===== config.mk =====
export PLATFORM = sky130hd
export DESIGN_NAME = matrix_div_top
export DESIGN_NICKNAME = d
export VERILOG_FILES = /design/src/design/matrix_div_pkg.sv /design/src/design/vector_div_if.sv /design/src/design/integer_divider.sv /design/src/design/vector_integer_divider.sv /design/src/design/matrix_integer_divider.sv /design/src/design/matrix_div_top.sv
export VERILOG_INCLUDE_DIRS = /design/src /design/src/design
export SDC_FILE = /design/constraint.sdc
export NUM_CORES = 1
export LEC_CHECK = 0
export BUFFER_PORTS_ARGS = -buffer_cell sky130_fd_sc_hd__buf_2
export CORE_MARGIN = 2
export CORE_UTILIZATION = 60
export CTS_CLUSTER_SIZE = 30
export DETAILED_ROUTE_END_ITERATION = 10
export PLACE_DENSITY = 0.8
export SETUP_SLACK_MARGIN = 0.5
export SYNTH_ARGS = -nofsm -noshare
export SYNTH_HDL_FRONTEND = slang
export SYNTH_SLANG_ARGS = --single-unit

===== constraint.sdc =====
create_clock -name CLK -period 6.7 [get_ports CLK]
set_input_delay 1.34 -clock CLK [delete_from_list [all_inputs] [get_ports CLK]]
set_output_delay 1.34 -clock CLK [all_outputs]
set_load 0.05 [all_outputs]

===== src/design/matrix_div_cfg.svh =====
// Width macros for the matrix divider datapath and index counters

`ifndef MATRIX_DIV_CFG_SVH
`define MATRIX_DIV_CFG_SVH

// Operand, quotient and remainder width
`define MATRIX_DIV_DATA_SIZE 16

// Row and column index width, 4 bits gives up to 15 by 15
`define MATRIX_DIV_CONTROL_SIZE 4

`endif


===== src/design/matrix_div_pkg.sv =====
// Shared types for the matrix divider
// Operand and index words, controller state encodings

`default_nettype none

`include "matrix_div_cfg.svh"

package matrix_div_pkg;

  localparam int DATA_SIZE    = `MATRIX_DIV_DATA_SIZE;
  localparam int CONTROL_SIZE = `MATRIX_DIV_CONTROL_SIZE;

  // Unsigned operand word
  typedef logic [DATA_SIZE-1:0] data_t;
  // Sizes, loop indices, element counts
  typedef logic [CONTROL_SIZE-1:0] index_t;

  // Matrix controller, walks rows and columns
  typedef enum logic [1:0] {mat_idle, mat_input_row, mat_input_col, mat_wait_result} matrix_state_t;

  // Vector divider, one element at a time
  typedef enum logic [1:0] {vec_idle, vec_load, vec_divide, vec_emit} vector_state_t;

endpackage

`default_nettype wire


===== src/design/vector_div_if.sv =====
// Handshake bundle between the matrix controller and the vector divider

`timescale 1ns/1ns
`default_nettype none

interface vector_div_if;
  import matrix_div_pkg::*;

  // Row control, from the controller
  logic   start;
  index_t size;

  // Operand A and its one-cycle enable
  data_t  data_a;
  logic   data_a_enable;

  // Operand B and its one-cycle enable
  data_t  data_b;
  logic   data_b_enable;

  // Element results back from the vector divider
  data_t  data_out;
  data_t  rest_out;
  logic   data_out_enable;
  // Pulses with the last element of the row
  logic   ready;

  modport ctrl (
    output start, size, data_a, data_a_enable, data_b, data_b_enable,
    input  data_out, rest_out, data_out_enable, ready
  );

  modport vec (
    input  start, size, data_a, data_a_enable, data_b, data_b_enable,
    output data_out, rest_out, data_out_enable, ready
  );

endinterface

`default_nettype wire


===== src/design/integer_divider.sv =====
// Sequential restoring unsigned divider, one quotient bit per cycle

`timescale 1ns/1ns
`default_nettype none

module integer_divider (
  input  logic                  CLK,
  input  logic                  RST,
  input  logic                  start,
  input  matrix_div_pkg::data_t dividend,
  input  matrix_div_pkg::data_t divisor,
  output logic                  done,
  output matrix_div_pkg::data_t quotient,
  output matrix_div_pkg::data_t remainder
);
  import matrix_div_pkg::*;

  localparam int CNT_W = $clog2(DATA_SIZE + 1);

  // Iteration state
  logic             busy;
  logic [CNT_W-1:0] count;
  logic             div_zero;
  // Partial remainder and the dividend bits shifting out as quotient bits shift in
  data_t            rem_r;
  data_t            quo_r;
  data_t            div_r;

  // Trial subtraction with the borrow in the top bit
  logic [DATA_SIZE:0] shifted;
  logic [DATA_SIZE:0] diff;

  assign shifted = {rem_r, quo_r[DATA_SIZE-1]};
  assign diff    = shifted - {1'b0, div_r};

  ////////////////////////////////////////////////////////////////////////////
  // Control
  ////////////////////////////////////////////////////////////////////////////

  always_ff @(posedge CLK or posedge RST) begin
    if (RST) begin
      busy     <= 1'b0;
      count    <= '0;
      div_zero <= 1'b0;
      done     <= 1'b0;
    end else begin
      done <= 1'b0;
      if (start) begin
        busy     <= 1'b1;
        count    <= CNT_W'(DATA_SIZE);
        div_zero <= (divisor == '0);
      end else if (busy) begin
        if (count != '0) begin
          count <= count - 1'b1;
        end else begin
          // Extra result cycle keeps the latency at DATA_SIZE+1
          busy <= 1'b0;
          done <= 1'b1;
        end
      end
    end
  end

  ////////////////////////////////////////////////////////////////////////////
  // Datapath
  ////////////////////////////////////////////////////////////////////////////

  always_ff @(posedge CLK) begin
    if (start) begin
      rem_r <= '0;
      quo_r <= dividend;
      div_r <= divisor;
    end else if (busy && count != '0) begin
      // Restore on borrow, otherwise keep the difference
      if (diff[DATA_SIZE]) begin
        rem_r <= shifted[DATA_SIZE-1:0];
        quo_r <= {quo_r[DATA_SIZE-2:0], 1'b0};
      end else begin
        rem_r <= diff[DATA_SIZE-1:0];
        quo_r <= {quo_r[DATA_SIZE-2:0], 1'b1};
      end
    end
    if (busy && count == '0) begin
      // Zero divisor gives all ones and the dividend back
      // rem_r has shifted in every dividend bit by now
      quotient  <= div_zero ? '1 : quo_r;
      remainder <= rem_r;
    end
  end

endmodule

`default_nettype wire


===== src/design/vector_integer_divider.sv =====
// Vector divider, runs one row of element pairs through the scalar divider

`timescale 1ns/1ns
`default_nettype none

module vector_integer_divider (
  input logic       CLK,
  input logic       RST,
  vector_div_if.vec bus
);
  import matrix_div_pkg::*;

  vector_state_t state;
  // Row length, latched at start
  index_t        size_r;
  index_t        count;

  // Captured operands
  data_t         a_r;
  data_t         b_r;
  logic          have_a;
  logic          have_b;

  // Scalar divider hookup
  logic          in_row;
  logic          div_start;
  logic          div_done;
  data_t         dividend;
  data_t         divisor;
  data_t         quotient;
  data_t         remainder;

  // Launch in the same cycle the second operand shows up
  assign in_row    = (state == vec_load) || (state == vec_idle && bus.start);
  assign div_start = in_row && (have_a || bus.data_a_enable) && (have_b || bus.data_b_enable);
  // Bypass for an operand arriving in the launch cycle
  assign dividend  = have_a ? a_r : bus.data_a;
  assign divisor   = have_b ? b_r : bus.data_b;

  integer_divider u_integer_divider (
    .CLK      (CLK),
    .RST      (RST),
    .start    (div_start),
    .dividend (dividend),
    .divisor  (divisor),
    .done     (div_done),
    .quotient (quotient),
    .remainder(remainder)
  );

  ////////////////////////////////////////////////////////////////////////////
  // FSM
  ////////////////////////////////////////////////////////////////////////////

  always_ff @(posedge CLK or posedge RST) begin
    if (RST) begin
      state               <= vec_idle;
      size_r              <= '0;
      count               <= '0;
      have_a              <= 1'b0;
      have_b              <= 1'b0;
      bus.data_out_enable <= 1'b0;
      bus.ready           <= 1'b0;
    end else begin
      bus.data_out_enable <= 1'b0;
      bus.ready           <= 1'b0;

      // Operands tracked independently of the state
      if (div_start) begin
        have_a <= 1'b0;
        have_b <= 1'b0;
      end else begin
        if (bus.data_a_enable) have_a <= 1'b1;
        if (bus.data_b_enable) have_b <= 1'b1;
      end

      case (state)
        vec_idle: begin
          if (bus.start) begin
            size_r <= bus.size;
            count  <= '0;
            state  <= div_start ? vec_divide : vec_load;
          end
        end
        vec_load: begin
          if (div_start) state <= vec_divide;
        end
        vec_divide: begin
          if (div_done) begin
            bus.data_out_enable <= 1'b1;
            // Last element of the row
            bus.ready           <= (count == index_t'(size_r - 1'b1));
            count               <= count + 1'b1;
            state               <= vec_emit;
          end
        end
        vec_emit: begin
          state <= bus.ready ? vec_idle : vec_load;
        end
        default: state <= vec_idle;
      endcase
    end
  end

  // Operand and result registers
  always_ff @(posedge CLK) begin
    if (bus.data_a_enable) a_r <= bus.data_a;
    if (bus.data_b_enable) b_r <= bus.data_b;
    if (div_done) begin
      bus.data_out <= quotient;
      bus.rest_out <= remainder;
    end
  end

endmodule

`default_nettype wire


===== src/design/matrix_integer_divider.sv =====
// Matrix controller, walks rows and columns and feeds rows to the vector divider
// Registers the element, row-end and matrix-end strobes

`timescale 1ns/1ns
`default_nettype none

module matrix_integer_divider (
  input  logic                   CLK,
  input  logic                   RST,
  input  logic                   start,
  input  matrix_div_pkg::index_t size_i,
  input  matrix_div_pkg::index_t size_j,
  input  matrix_div_pkg::data_t  data_a,
  input  matrix_div_pkg::data_t  data_b,
  input  logic                   data_a_i_enable,
  input  logic                   data_a_j_enable,
  input  logic                   data_b_i_enable,
  input  logic                   data_b_j_enable,
  vector_div_if.ctrl             bus,
  output logic                   ready,
  output logic                   data_out_i_enable,
  output logic                   data_out_j_enable,
  output matrix_div_pkg::data_t  data_out,
  output matrix_div_pkg::data_t  rest_out
);
  import matrix_div_pkg::*;

  matrix_state_t state;

  // Sizes held for the whole matrix
  index_t        size_i_r;
  index_t        size_j_r;
  index_t        index_i;
  index_t        index_j;

  // Operands of the current pair already taken
  logic          got_a;
  logic          got_b;

  logic          acc_a;
  logic          acc_b;
  logic          pair_done;
  logic          last_row;

  // i-enables only in input_row, j-enables only in input_col
  assign acc_a = (state == mat_input_row && data_a_i_enable) ||
                 (state == mat_input_col && data_a_j_enable);
  assign acc_b = (state == mat_input_row && data_b_i_enable) ||
                 (state == mat_input_col && data_b_j_enable);

  assign pair_done = (got_a || acc_a) && (got_b || acc_b);
  assign last_row  = (index_i == index_t'(size_i_r - 1'b1));

  ////////////////////////////////////////////////////////////////////////////
  // FSM and strobes
  ////////////////////////////////////////////////////////////////////////////

  always_ff @(posedge CLK or posedge RST) begin
    if (RST) begin
      state             <= mat_idle;
      size_i_r          <= '0;
      size_j_r          <= '0;
      index_i           <= '0;
      index_j           <= '0;
      got_a             <= 1'b0;
      got_b             <= 1'b0;
      bus.start         <= 1'b0;
      bus.data_a_enable <= 1'b0;
      bus.data_b_enable <= 1'b0;
      ready             <= 1'b0;
      data_out_i_enable <= 1'b0;
      data_out_j_enable <= 1'b0;
      data_out          <= '0;
      rest_out          <= '0;
    end else begin
      bus.start         <= 1'b0;
      // Accepted operands go out one cycle later
      bus.data_a_enable <= acc_a;
      bus.data_b_enable <= acc_b;
      ready             <= 1'b0;
      data_out_i_enable <= 1'b0;
      data_out_j_enable <= 1'b0;

      case (state)
        mat_idle: begin
          if (start) begin
            size_i_r <= size_i;
            size_j_r <= size_j;
            index_i  <= '0;
            index_j  <= '0;
            got_a    <= 1'b0;
            got_b    <= 1'b0;
            state    <= mat_input_row;
          end
        end
        mat_input_row, mat_input_col: begin
          if (pair_done) begin
            got_a     <= 1'b0;
            got_b     <= 1'b0;
            // First pair of a row opens the row
            bus.start <= (index_j == '0);
            state     <= mat_wait_result;
          end else begin
            if (acc_a) got_a <= 1'b1;
            if (acc_b) got_b <= 1'b1;
          end
        end
        mat_wait_result: begin
          if (bus.data_out_enable) begin
            data_out          <= bus.data_out;
            rest_out          <= bus.rest_out;
            data_out_j_enable <= 1'b1;
            if (bus.ready && last_row) begin
              // Matrix end
              ready <= 1'b1;
              state <= mat_idle;
            end else if (bus.ready) begin
              // Row end, next row
              data_out_i_enable <= 1'b1;
              index_i           <= index_i + 1'b1;
              index_j           <= '0;
              state             <= mat_input_row;
            end else begin
              index_j <= index_j + 1'b1;
              state   <= mat_input_col;
            end
          end
        end
        default: state <= mat_idle;
      endcase
    end
  end

  // Forwarded operands and row length
  always_ff @(posedge CLK) begin
    if (acc_a) bus.data_a <= data_a;
    if (acc_b) bus.data_b <= data_b;
    if (pair_done) bus.size <= size_j_r;
  end

endmodule

`default_nettype wire


===== src/design/matrix_div_top.sv =====
// Matrix divider top level, controller and vector divider on one bus

`timescale 1ns/1ns
`default_nettype none

module matrix_div_top (
  input  logic                   CLK,
  input  logic                   RST,
  input  logic                   start,
  input  matrix_div_pkg::index_t size_i,
  input  matrix_div_pkg::index_t size_j,
  input  matrix_div_pkg::data_t  data_a,
  input  matrix_div_pkg::data_t  data_b,
  input  logic                   data_a_i_enable,
  input  logic                   data_a_j_enable,
  input  logic                   data_b_i_enable,
  input  logic                   data_b_j_enable,
  output logic                   ready,
  output matrix_div_pkg::data_t  data_out,
  output matrix_div_pkg::data_t  rest_out,
  output logic                   data_out_i_enable,
  output logic                   data_out_j_enable
);

  // Row handshake
  vector_div_if bus_if ();

  matrix_integer_divider u_matrix_divider (
    .CLK              (CLK),
    .RST              (RST),
    .start            (start),
    .size_i           (size_i),
    .size_j           (size_j),
    .data_a           (data_a),
    .data_b           (data_b),
    .data_a_i_enable  (data_a_i_enable),
    .data_a_j_enable  (data_a_j_enable),
    .data_b_i_enable  (data_b_i_enable),
    .data_b_j_enable  (data_b_j_enable),
    .bus              (bus_if.ctrl),
    .ready            (ready),
    .data_out_i_enable(data_out_i_enable),
    .data_out_j_enable(data_out_j_enable),
    .data_out         (data_out),
    .rest_out         (rest_out)
  );

  vector_integer_divider u_vector_divider (
    .CLK(CLK),
    .RST(RST),
    .bus(bus_if.vec)
  );

endmodule

`default_nettype wire


Yosys cells after proc, flatten, opt, wreduce, memory -nomap -nowiden
Cells that the tools add are included.
W data, S select, Z words.
{"block": "word_totals", "register_bits": 260, "inputBits": 47, "out_inout_bits": 35, "word_cells": 172}
{"block": "op_classes", "n_addsub": 7, "n_eq_ne": 18, "n_mux": 65, "n_reduce_logical": 44}
{"op": "$mux W16", "n": 5}
{"op": "$mux W4", "n": 9}
{"op": "$mux W1", "n": 32}
{"op": "$pmux W4 S2", "n": 3}
{"op": "$mux W2", "n": 9}
{"op": "$sub A17 B16 Y17", "n": 1}
{"op": "$logic_not A16 Y1", "n": 1}
{"op": "$reduce_bool A2 Y1", "n": 8}
{"op": "$mux W5", "n": 3}
{"op": "$reduce_and A3 Y1", "n": 5}
{"op": "$add A4 B1 Y4 const B", "n": 3}
{"op": "$logic_and A1 B1 Y1", "n": 11}
{"op": "$eq A2 B2 Y1 const B", "n": 4}
{"op": "$eq A4 B4 Y1", "n": 2}
{"op": "$ne A2 B1 Y1 const B", "n": 4}
{"op": "$ne A2 B2 Y1 const B", "n": 4}
{"op": "$pmux W2 S4", "n": 1}
{"op": "$reduce_and A2 Y1", "n": 4}
{"op": "$sub A4 B1 Y4 const B", "n": 2}
{"op": "$logic_or A1 B1 Y1", "n": 7}
{"op": "$ne A3 B1 Y1 const B", "n": 2}
{"op": "$pmux W2 S3", "n": 1}
{"op": "$logic_not A5 Y1", "n": 1}
{"op": "$reduce_and A5 Y1", "n": 1}
{"op": "8 further kinds", "n": 11}

Depth between registers and ports, before layout
Gate-level depths: netlist of run 1.
{"block": "depth", "depth_word": 8, "mapped_depth": 11, "mapped_depth_nobuf": 10}

By module
A second synthesis of run 1 with hierarchy kept.
{"block": "unflattened", "hier_cells": 754, "hier_area_um2": 11064.4}
{"module": "integer_divider", "n_inst": 1, "cells_each": 326, "area_per_inst_um2": 4145.2, "seq_area_each_um2": 2442.3}
{"module": "matrix_integer_divider", "n_inst": 1, "cells_each": 252, "area_per_inst_um2": 3768.6, "seq_area_each_um2": 2532.4}
{"module": "vector_integer_divider", "n_inst": 1, "cells_each": 176, "area_per_inst_um2": 3150.5, "seq_area_each_um2": 2272.2}

Worst setup path before layout of run 1
OpenSTA, ideal clock, no wires.
{"block": "synth_timing", "kind": "input to register", "start": "input port data_b_i_enable", "end": "register u_matrix_divider.state[1]", "setup_time_ns": 0.101, "t_arrival_ns": 2.527, "t_required_ns": 6.599, "path_slack_ns": 4.072, "cell_stages": 5, "path_buffers": 0, "cell_sequence": "a22o_1 -> o22ai_1 -> inv_1 -> a21oi_1 -> o32ai_1"}
{"block": "synth_between", "elab_chain_len": 6}
{"item": "start: declaration", "line": "matrix_div_top.sv:16", "rtl": "input logic data_b_i_enable,"}
{"item": "$logic_and A1 B1 Y1", "line": "matrix_integer_divider.sv:48", "rtl": "assign acc_b = (state == mat_input_row && data_b_i_enable) ||"}
{"item": "$logic_or A1 B1 Y1", "line": "matrix_integer_divider.sv:48"}
{"item": "$logic_or A1 B1 Y1", "line": "matrix_integer_divider.sv:51", "rtl": "assign pair_done = (got_a || acc_a) && (got_b || acc_b);"}
{"item": "$logic_and A1 B1 Y1", "line": "matrix_integer_divider.sv:51"}
{"item": "via u_matrix_divider.pair_done", "line": "matrix_integer_divider.sv:42", "rtl": "logic pair_done;"}
{"item": "$ne A2 B1 Y1 (no line)"}
{"item": "$reduce_and A3 Y1 (no line)"}
{"item": "end signal: assignment", "line": "matrix_integer_divider.sv:60", "rtl": "state <= mat_idle;"}
{"item": "end signal: assignment", "line": "matrix_integer_divider.sv:93", "rtl": "state <= mat_input_row;"}
{"item": "end signal: assignment", "line": "matrix_integer_divider.sv:102", "rtl": "state <= mat_wait_result;"}
{"item": "end: declaration", "line": "matrix_integer_divider.sv:28", "rtl": "matrix_state_t state;"}
The timed path passes the listed nets, and every way through them passes these cells.
A chain may end at the register's enable or synchronous reset.

Final worst setup path of run 1
{"block": "layout_timing", "start": "register u_vector_divider.have_a", "end": "register u_vector_divider.u_integer_divider.quo_r[2] (enable)"}
{"block": "layout_between", "elab_chain_len": 4}
{"item": "start: declaration", "line": "vector_integer_divider.sv:21", "rtl": "logic have_a;"}
{"item": "start signal: assignment", "line": "vector_integer_divider.sv:60", "rtl": "have_a <= 1'b0;"}
{"item": "start signal: assignment", "line": "vector_integer_divider.sv:70", "rtl": "have_a <= 1'b0;"}
{"item": "start signal: assignment", "line": "vector_integer_divider.sv:73", "rtl": "if (bus.data_a_enable) have_a <= 1'b1;"}
{"item": "$logic_or A1 B1 Y1", "line": "vector_integer_divider.sv:35", "rtl": "assign div_start = in_row && (have_a || bus.data_a_enable) && (have_b || bus.data_b_enable);"}
{"item": "$logic_and A1 B1 Y1 (2 in a row)", "line": "vector_integer_divider.sv:35"}
{"item": "$reduce_bool A2 Y1 (no line)"}
{"item": "end signal: assignment", "line": "integer_divider.sv:71", "rtl": "quo_r <= dividend;"}
{"item": "end signal: assignment", "line": "integer_divider.sv:77", "rtl": "quo_r <= {quo_r[DATA_SIZE-2:0], 1'b0};"}
{"item": "end signal: assignment", "line": "integer_divider.sv:80", "rtl": "quo_r <= {quo_r[DATA_SIZE-2:0], 1'b1};"}
{"item": "end: declaration", "line": "integer_divider.sv:26", "rtl": "data_t quo_r;"}
Every way passes these cells.

==> flow_metrics.tcl, run 1 <==
set metrics [dict create \
    overflow 0 \
    setup_tns_ns 0 \
    slew_violations 0 \
    die_h_um 138 \
    layout-drive-gt1-share 0.242 \
    area_growth_pct 14.6 \
    pin_count 82 \
    yosys_warnings 0 \
    ir_worst_vdd_v 0.000273 \
    worst-path-max-fanout 19 \
    maxCapViolations 0 \
    cp_cell_sequence "nor2_1, nor2_1, o21ai_1, inv_1, nor2_1, inv_1" \
    final_nets 934 \
    groute.usage.overall 0.196 \
    status "finished clean" \
    placed_cell_area_mm2 0.0113 \
    syn_avg_cell_area_um2 14.1 \
    synth-edff-count 164 \
    globalplace.congestion 0.888 \
    hold_class "reg -> reg" \
    critical_path.max_stage_delay_ns 0.87 \
    fin_skew_ns 0.0114 \
    start_util 0.616 \
    drtPass1Iterations 5 \
    crit_buf_inv 2 \
    fin_crit_sh 0.510 \
    syn_inst 759 \
    wl_per_cell_um 16.5 \
    worstSkewPairLatency_ns 0.52 \
    diodes 0 \
    fillers 1152 \
    rsz0062_at_grt "false" \
    antenna_found_initial 0 \
    setup_viol 0 \
    multi_input_area_mm2 0.00321 \
    hold_viol 0 \
    crit_family "simple AND/OR/NAND/NOR gates" \
    synth_cell_types 60 \
    syn_nets 840 \
    critPathSlowestCell "nor2_1" \
    crit_type "reg -> reg" \
    cts_root_buffer "clkbuf_16" \
    io_buffers 81 \
    vias 6081 \
    arrival_ns 3.53 \
    cts_resized 0 \
    worst_pin_slew_ns 1.10 \
    syn_area_mm2 0.0107 \
    p_per_area_mw_per_mm2 462 \
    max_freq_mhz 293 \
    min_period_ns 3.42 \
    drc 0 \
    core_mm2 0.0174 \
    dieArea_mm2 0.0189 \
    post_cts_buffers 0 \
    ys.flop_type "edfxtp_1" \
    crit_path_start_kind "flip-flop" \
    grt_pass1_wl_um 29400 \
    yosys_register_bits 260 \
    synth_top_area_cell "edfxtp_1" \
    synthArstFlopShare 0.308 \
    drt_iter0_drc 319 \
    mostFrequentLayoutCell "edfxtp_1" \
    core.rowCount 48 \
    first_global_vias 5982 \
    timing.slew.headroom 0.263 \
    cts_tree "built" \
    synth-seq-area-share 0.677 \
    clock_sinks 260 \
    required_ns 6.81 \
    final_area_mm2 0.0123 \
    synth_top_area_share 0.460 \
    numCtsBuffers 26 \
    most-common-layout-cells "164 x edfxtp_1, 81 x buf_2, 80 x dfrtp_1, 63 x mux2_2, 50 x nor2_1" \
    crit_top_cell "nor2_1" \
    grt_max_degree 81 \
    clk_path_buf_depth 3 \
    postCtsHoldBufs 0 \
    drt_wl_total_um 18200 \
    seq_area_mm2 0.00725 \
    path_clk_slew_ns 0.06 \
    die_w_um 138 \
    detail-route-antenna-nets 0 \
    place_hpwl_um 12900 \
    p_leak_nw 5.08 \
    endpoint_kind "flip-flop" \
    routed_via_density 5.54 \
    htree_levels 1 \
    synth_area_leaders "edfxtp_1 46%, dfrtp_1 19%, mux2_2 6.6%" \
]
-- registers in the layout, summed over array words and instances (netlist names), 2 cells and up --
| register | count |
|---|---|
| u_vector_divider.u_integer_divider.remainder | 16 |
| u_vector_divider.bus.rest_out | 16 |
| u_matrix_divider.bus.data_b | 16 |
| u_matrix_divider.size_i_r | 4 |
| u_matrix_divider.state | 2 |
| u_vector_divider.size_r | 4 |
| u_vector_divider.u_integer_divider.div_r | 16 |
| u_matrix_divider.bus.size | 4 |
| u_vector_divider.a_r | 16 |
| u_matrix_divider.rest_out | 16 |
| u_vector_divider.bus.data_out | 16 |
| u_vector_divider.u_integer_divider.quotient | 16 |
| u_matrix_divider.index_i | 4 |
| u_vector_divider.u_integer_divider.rem_r | 16 |
| u_matrix_divider.size_j_r | 4 |
| u_vector_divider.b_r | 16 |
| u_matrix_divider.bus.data_a | 16 |
| u_matrix_divider.index_j | 4 |
| u_matrix_divider.data_out | 16 |
| u_vector_divider.u_integer_divider.count | 5 |
| u_vector_divider.count | 4 |
| u_vector_divider.u_integer_divider.quo_r | 16 |
| u_vector_divider.state | 2 |
-- cell usage after synthesis (2+ instances only) --
| master | n |
|---|---|
| o21ai_1 | 5 |
| nor3b_1 | 2 |
| a211oi_2 | 2 |
| dfrtp_1 | 80 |
| ha_1 | 33 |
| nand3_1 | 7 |
| or2_2 | 16 |
| and3_1 | 3 |
| edfxtp_1 | 164 |
| a311oi_1 | 2 |
| nand2_1 | 42 |
| nor2b_1 | 7 |
| o22ai_1 | 4 |
| a22o_1 | 4 |
| a31oi_1 | 2 |
| inv_1 | 40 |
| nor2_1 | 50 |
| nand2b_1 | 6 |
| a21o_1 | 6 |
| a211oi_1 | 2 |
| mux2_2 | 63 |
| nor4_1 | 10 |
| xor2_1 | 8 |
| clkbuf_1 | 12 |
| mux2i_1 | 28 |
| nor3_1 | 7 |
| buf_1 | 4 |
| or3_1 | 2 |
| a21oi_1 | 38 |
| o211ai_1 | 5 |
| dfxtp_1 | 16 |
| nand4_1 | 6 |
| xnor2_1 | 20 |
| o21ai_0 | 30 |
| and2_1 | 6 |
| buf_2 | 3 |
-- kinds of logic (layout without fill, tap and decap cells) --
group	after synthesis	count (layout)	synth area share
adder cells (fa/ha/maj)	34	34	0.0405
multiplexers	91	91	0.0925
AND/OR/NAND/NOR	167	167	0.0753
AO/OA/AOI/OAI	118	118	0.0688
flip-flops	260	260	0.677
XOR/XNOR	28	28	0.0229
buffers and inverters	61	175	0.0228
-- power by group --
part | total (W) | internal (W) | switching (W)
sequential | 0.00254 | 0.00225 | 0.000291
combinational | 0.00163 | 0.000674 | 0.000961
clock | 0.00149 | 0.000909 | 0.000582
-- area by class of cell --
cell class	count	area share
clock buffer	42	0.0690
clock inverter	6	0.00602
inverter	40	0.0123
multi-input combinational	438	0.262
sequential	260	0.591
tap	225	0.0230
timing repair buffer	87	0.0367
-- final timing paths --
| check | startpoint | end | slack, ns | depth (start not counted) |
|---|---|---|---|---|
| worst max-delay path | u_vector_divider.have_a | u_vector_divider.u_integer_divider.quo_r[2] | 3.28 | 6 |
| worst min-delay path | u_vector_divider.u_integer_divider.remainder[14] | u_vector_divider.bus.rest_out[14] | 0.41 | 0 |
| worst max register to register | u_vector_divider.have_a | u_vector_divider.u_integer_divider.quo_r[2] | 3.28 | 6 |
| worst min register to register | u_vector_divider.u_integer_divider.remainder[14] | u_vector_divider.bus.rest_out[14] | 0.41 | 0 |
| max in group asynchronous | RST | u_vector_divider.size_r[3] | 4.91 | 3 |
| min in group asynchronous | RST | u_matrix_divider.data_out[7] | 1.13 | 3 |
-- through the flow --
| stage | hold slack (ns) | power (W) | worst slack, ns | util | instances |
|---|---|---|---|---|---|
| after detailed placement | 0.405 | 0.00419 | 3.32 | 0.653 | 1050 |
| after CTS | 0.410 | 0.00569 | 3.33 | 0.706 | 1098 |
| after global routing | 0.425 | 0.00599 | 2.91 | 0.706 | 1098 |
| final | 0.408 | 0.00566 | 3.28 | 0.706 | 1098 |
| after floorplan | 0.400 | 0.00377 | 3.31 | - | 759 |
| after global placement | 0.402 | 0.00409 | 3.53 | 0.653 | 1050 |
-- routing by layer --
metal	vias to the layer above	global-route usage	wire length, µm
li1	2952	-	-
met1	2906	0.273	8030
met2	186	0.322	8710
met3	37	0.0320	1040
met4	0	0.0578	384
met5	-	0	0
Note: power is estimated with default switching activity, not from simulation.
==> run 2: changes to the inputs <==
- clock period: 6.7 -> 3.2 ns (I/O delays scaled with it)
==> run 2 against run 1 <==
Compared with the run above: clock skew is 0.0056 ns lower; setup slack got worse by 2.7 ns; utilization shrank 0.087 points; register-to-register slack lost 2.7 ns; via count increased by 0.43%; worst hold slack worse by 0.27 ns; count of clock-buffer cells in the layout decreased by 6.
==> flow_metrics.tcl, run 2 (synthesized netlist as in run 1, its figures left out) <==
set metrics [dict create \
    crit_type "reg -> reg" \
    maxCapViolations 0 \
    ff2ff_setup_slack_ns 0.60 \
    cp_cell_sequence "inv_1, ha_2, fa_2, nand2b_4, a21o_1, a31o_1, a211oi_2, buf_4, buf_4, mux2i_1, o21ai_1" \
    hold_class "in -> async" \
    r2r_cells 11 \
    cts_root_buffer "clkbuf_16" \
    path_clk_slew_ns 0.06 \
    area_growth_pct 14.4 \
    p_per_area_mw_per_mm2 947 \
    drc 0 \
    rr_endpoint "u_vector_divider.u_integer_divider.rem_r[4]" \
    p_comb_frac 0.311 \
    ir_worst_vdd_v 0.000581 \
    pre_cts_slack_ns 0.187 \
    cts_tree "built" \
    placed_cells 1054 \
    hold_viol 0 \
    worst-path-max-fanout 5 \
    fillers 1128 \
    numCtsBuffers 25 \
    timing.slew.headroom 0.451 \
    core_mm2 0.0174 \
    crit_path_start_kind "flip-flop" \
    detail-route-antenna-nets 0 \
    endpoint_kind "flip-flop" \
    internal-power_w 0.00781 \
    io_buffers 81 \
    required_ns 3.58 \
    antenna_found_initial 0 \
    core.rowCount 48 \
    fin_skew_ns 0.00571 \
    layout-drive-gt1-share 0.250 \
    overflow 0 \
    arrival_ns 2.98 \
    r2r_start "u_vector_divider.u_integer_divider.quo_r[15]" \
    setup_viol 0 \
    rsz0062_at_grt "true" \
    wl_per_cell_um 16.1 \
    die_w_um 138 \
    fin_cells 1110 \
    min_period_ns 2.60 \
    p_seq_frac 0.451 \
    worst_pin_slew_ns 0.823 \
    diodes 0 \
    pin_count 82 \
    die_h_um 138 \
    most-common-layout-cells "164 x edfxtp_1, 81 x buf_2, 80 x dfrtp_1, 63 x mux2_2, 49 x nor2_1" \
    drtPass1Iterations 4 \
    grt_max_degree 55 \
    setup_tns_ns 0 \
    slew_violations 0 \
    final_nets 947 \
    max_freq_mhz 384 \
    fin_ws_ns 0.598 \
    clock_power_share 0.238 \
    crit_buf_inv 3 \
    placed_cell_area_mm2 0.0114 \
    critical_path.max_stage_delay_ns 0.37 \
    mostFrequentLayoutCell "edfxtp_1" \
    status "finished clean" \
    grt_pass1_wl_um 29500 \
    worstSkewPairLatency_ns 0.51 \
    clk_path_buf_depth 3 \
    dieArea_mm2 0.0189 \
    first_global_vias 5969 \
    drt_wl_total_um 17800 \
    crit_top_cell "buf_4" \
    whs_ns 0.139 \
    htree_levels 1 \
    swShare 0.326 \
    crit_family "compound AO/OA/AOI/OAI gates" \
    vias 6107 \
    path_depth 11 \
    p_leak_nw 5.07 \
    final_area_mm2 0.0122 \
    place_hpwl_um 12400 \
    fin_crit_sh 0.813 \
    clock_sinks 260 \
    start_util 0.616 \
    critPathSlowestCell "fa_2" \
    power.switching_w 0.00378 \
    postCtsHoldBufs 0 \
    globalplace.congestion 0.825 \
    drt_iter0_drc 250 \
    groute.usage.overall 0.197 \
    routed_via_density 5.50 \
]
[run 2: changes by cell type in the layout (fill, tap and decap cells not counted), sizes merged]
cell / delta
inv: -1
clkinvlp: +2
bufinv: +1
clkinv: +2
clkbuf: -4
buf: +12
[run 2: final cells by class]
| cell class | instances | area [µm²] | area share |
|---|---|---|---|
| Clock buffer | 36 | 667 | 0.0545 |
| Clock inverter | 10 | 104 | 0.00848 |
| Inverter | 40 | 155 | 0.0127 |
| Multi-Input combinational cell | 438 | 3220 | 0.263 |
| Sequential cell | 260 | 7250 | 0.592 |
| Tap cell | 225 | 282 | 0.0230 |
| Timing Repair Buffer | 101 | 566 | 0.0462 |
[run 2: timing repair]
item	in CTS	in global routing
resized for setup	2	10
setup endpoints to repair	19	24
pin swaps	0	3
setup buffers	0	8
gates cloned	0	2
[run 2: worst max path at each step]
stage / startpoint / slack, ns / to
after global routing: u_vector_divider.u_integer_divider.quo_r[15] / 0.45 / u_vector_divider.u_integer_divider.rem_r[4]
after global placement: u_vector_divider.state[0] / 0.50 / u_vector_divider.u_integer_divider.quo_r[8]
after floorplan: RST / 0.51 / u_matrix_divider.bus.data_a_enable
final: u_vector_divider.u_integer_divider.quo_r[15] / 0.60 / u_vector_divider.u_integer_divider.rem_r[4]
after CTS: u_vector_divider.u_integer_divider.count[0] / 0.52 / u_vector_divider.u_integer_divider.rem_r[0]
after detailed placement: u_vector_divider.u_integer_divider.count[0] / 0.19 / u_vector_divider.u_integer_divider.quo_r[9]
[run 2: per-layer routing]
layer	part of all wire	routed length, µm	vias to the layer above	global-route usage
met2	0.48	8600	146	0.320
met5	0	0	-	0
met1	0.45	8040	2943	0.283
li1	-	-	2985	-
met3	0.047	842	33	0.0305
met4	0.020	350	0	0.0470
[run 2: power groups by stage]
stage | clock (W) | sequential (W) | combinational [W]
after floorplan | 0 | 0.00525 | 0.00265
after detailed placement | 0 | 0.00530 | 0.00347
after CTS | 0.00281 | 0.00524 | 0.00351
after global placement | 0 | 0.00523 | 0.00333
final | 0.00276 | 0.00523 | 0.00361
after global routing | 0.00297 | 0.00534 | 0.00400
[run 2: stage by stage]
stage / util / total power, W
global placement: 0.655 / 0.00856
finish: 0.705 / 0.0116
global route: 0.705 / 0.0123
CTS: 0.700 / 0.0116
detailed placement: 0.655 / 0.00876
floorplan: - / 0.00789
==> run 3: changes to the inputs <==
- ABC_AREA: unset -> 1
- PLACE_DENSITY: 0.8 -> 0.79
- clock period: 3.2 -> 2.45 ns (I/O delays scaled with it)
==> run 3 against run 2 <==
Compared with the run above: non-clock buffer count is 8 higher; critical endpoint is now u_vector_divider.u_integer_divider.rem_r[6]; first-iteration DRC count increased by 130%; critical path depth is 4 higher; utilization increased by 1.8 points; highest routed layer unchanged; synthesized cell count increased by 39%; clock skew up 0.011 ns; routed wire length grew 14%; via count increased by 22%; the flow now finishes with violations (design-rule violations, negative hold slack); global-route usage increased by 1.2 points; synthesized area up 3.9%.
==> flow_metrics.tcl, run 3 <==
set metrics [dict create \
    maxCapViolations 0 \
    yosys_warnings 0 \
    ys.flop_type "edfxtp_1" \
    endpoint_kind "flip-flop" \
    final_nets 1254 \
    area_growth_pct 17.7 \
    rr_endpoint "u_vector_divider.u_integer_divider.rem_r[6]" \
    final_area_mm2 0.0131 \
    fin_ws_ns 0.273 \
    drtPass1Iterations 11 \
    routed_via_density 5.26 \
    vias 7478 \
    cp-endpoint "u_vector_divider.u_integer_divider.rem_r[6]" \
    worst-path-max-fanout 8 \
    drc 9 \
    first_global_vias 7068 \
    clock_sinks 260 \
    setup_tns_ns 0 \
    pin_count 82 \
    syn_area_mm2 0.0111 \
    most-common-layout-cells "339 x nand2_1, 164 x edfxtp_1, 109 x inv_1, 81 x buf_2, 80 x dfrtp_1" \
    detail-route-antenna-nets 0 \
    fin_cells 1422 \
    fin_crit_sh 0.888 \
    wl_per_cell_um 14.3 \
    cts_tree "built" \
    grt_max_degree 59 \
    rsz0062_at_grt "true" \
    timing.slew.headroom 0.594 \
    die_h_um 140 \
    placed_cells 1358 \
    hold_class "in -> async" \
    p_per_area_mw_per_mm2 1450 \
    synth_common_cells "360 x nand2_1, 164 x edfxtp_1, 114 x inv_1, 80 x dfrtp_1, 67 x nor2_1" \
    synth-seq-area-share 0.652 \
    status "finished with violations" \
    r2r_start "u_vector_divider.u_integer_divider.quo_r[15]" \
    violations "design-rule violations, negative hold slack" \
    startpoint "u_vector_divider.u_integer_divider.quo_r[15]" \
    worst_pin_slew_ns 0.609 \
    arrival_ns 2.58 \
    synthArstFlopShare 0.308 \
    ff2ff_setup_slack_ns 0.27 \
    grt_pass1_wl_um 33600 \
    core.rowCount 49 \
    globalplace.congestion 0.862 \
    mostFrequentLayoutCell "nand2_1" \
    synth_area_leaders "edfxtp_1 44%, dfrtp_1 18%, nand2_1 12%" \
    syn_nets 1139 \
    htree_levels 1 \
    r2r_cells 15 \
    diodes 0 \
    worstSkewPairLatency_ns 0.52 \
    die_w_um 140 \
    min_period_ns 2.18 \
    numCtsBuffers 26 \
    p_leak_nw 6.10 \
    place_hpwl_um 13300 \
    yosys_register_bits 260 \
    overflow 0 \
    slew_violations 0 \
    io_buffers 81 \
    ir_worst_vdd_v 0.000817 \
    max_freq_mhz 459 \
    synth_cell_types 49 \
    crit_path_start_kind "flip-flop" \
    synth-edff-count 164 \
    clk_path_buf_depth 3 \
    dieArea_mm2 0.0196 \
    drt_wl_total_um 20300 \
    groute.usage.overall 0.209 \
    path_clk_slew_ns 0.06 \
    fin_skew_ns 0.0167 \
    setup_viol 0 \
    syn_inst 1058 \
    hold_viol 1 \
    whs_ns -0.00223 \
    crit_type "reg -> reg" \
    layout-drive-gt1-share 0.200 \
    start_util 0.615 \
    synth_top_area_share 0.443 \
    pre_cts_slack_ns 0.284 \
    synth.most_common_cell "nand2_1" \
    required_ns 2.86 \
    synth_top_area_cell "edfxtp_1" \
    placed_cell_area_mm2 0.0118 \
    antenna_found_initial 0 \
    syn_avg_cell_area_um2 10.5 \
    core_mm2 0.0181 \
    cts_root_buffer "clkbuf_16" \
    drt_iter0_drc 585 \
]
run 3: kinds of logic (layout without fill, tap and decap cells):
logic type	count (synthesis)	after routing	share of synthesized area
fa+ha+maj	34	34	0.0389
xor+xnor	21	21	0.0165
buf+inv	143	275	0.0522
flops	260	260	0.652
mux	7	7	0.00709
simple gates	525	528	0.195
compound gates	68	68	0.0383
run 3: repair_timing:
| action | CTS | global route |
|---|---|---|
| gates cloned | 3 | 0 |
| hold buffers | 0 | 0 |
| setup endpoints to repair | 66 | 72 |
| resized for setup | 43 | 30 |
| setup buffers | 7 | 6 |
| pin swaps | 15 | 13 |
run 3: worst max-delay path, cell delays in order (launching register included):
cell	delay, ns
edfxtp_1	0.37
inv_2	0.06
ha_4	0.16
fa_2	0.40
inv_2	0.07
nand2_2	0.05
nand2_2	0.09
nand3_2	0.07
nand2_2	0.09
nand2_4	0.10
nand2_8	0.11
nand2_8	0.09
nand2_8	0.13
nand2_2	0.07
nand3_1	0.12
nand2_1	0.07
run 3: layout make-up:
cell class	instances	area, µm²
repair buffers	109	652
clock buffers	41	748
multi-input cells	658	3630
clock inverters	7	63.8
fillers	1202	5000
well taps	229	287
inverters	118	455
flip-flops and latches	260	7250
run 3: worst min-delay path by stage:
| stage | start | endpoint | depth (start not counted) |
|---|---|---|---|
| global placement | u_vector_divider.u_integer_divider.quotient[8] | u_vector_divider.bus.data_out[8] | 0 |
| detailed placement | u_vector_divider.u_integer_divider.quotient[5] | u_vector_divider.bus.data_out[5] | 0 |
| global route | RST | u_matrix_divider.rest_out[9] | 2 |
| finish | RST | u_matrix_divider.data_out[14] | 2 |
| CTS | RST | u_matrix_divider.data_out[2] | 2 |
| floorplan | u_vector_divider.u_integer_divider.quotient[0] | u_vector_divider.bus.data_out[0] | 0 |
run 3: metrics by stage:
| stage | total power [W] | utilization |
|---|---|---|
| after detailed placement | 0.0137 | 0.654 |
| final | 0.0189 | 0.724 |
| after CTS | 0.0183 | 0.715 |
| after global routing | 0.0202 | 0.724 |
| after global placement | 0.0135 | 0.654 |
| after floorplan | 0.0122 | - |
run 3: metal layers:
| metal | wire (µm) | up-vias | GRT usage | share of wire |
|---|---|---|---|---|
| li1 | - | 3693 | - | - |
| met1 | 8870 | 3479 | 0.294 | 0.44 |
| met2 | 9640 | 257 | 0.344 | 0.47 |
| met3 | 1250 | 49 | 0.0287 | 0.062 |
| met4 | 545 | 0 | 0.0643 | 0.027 |
| met5 | 0 | - | 0 | 0 |
run 3: power by group:
part | switching, W | internal [W] | total (W)
Clock | 0.00152 | 0.00220 | 0.00371
Sequential | 0.000767 | 0.00639 | 0.00715
Combinational | 0.00517 | 0.00289 | 0.00806
Total | 0.00746 | 0.0115 | 0.0189
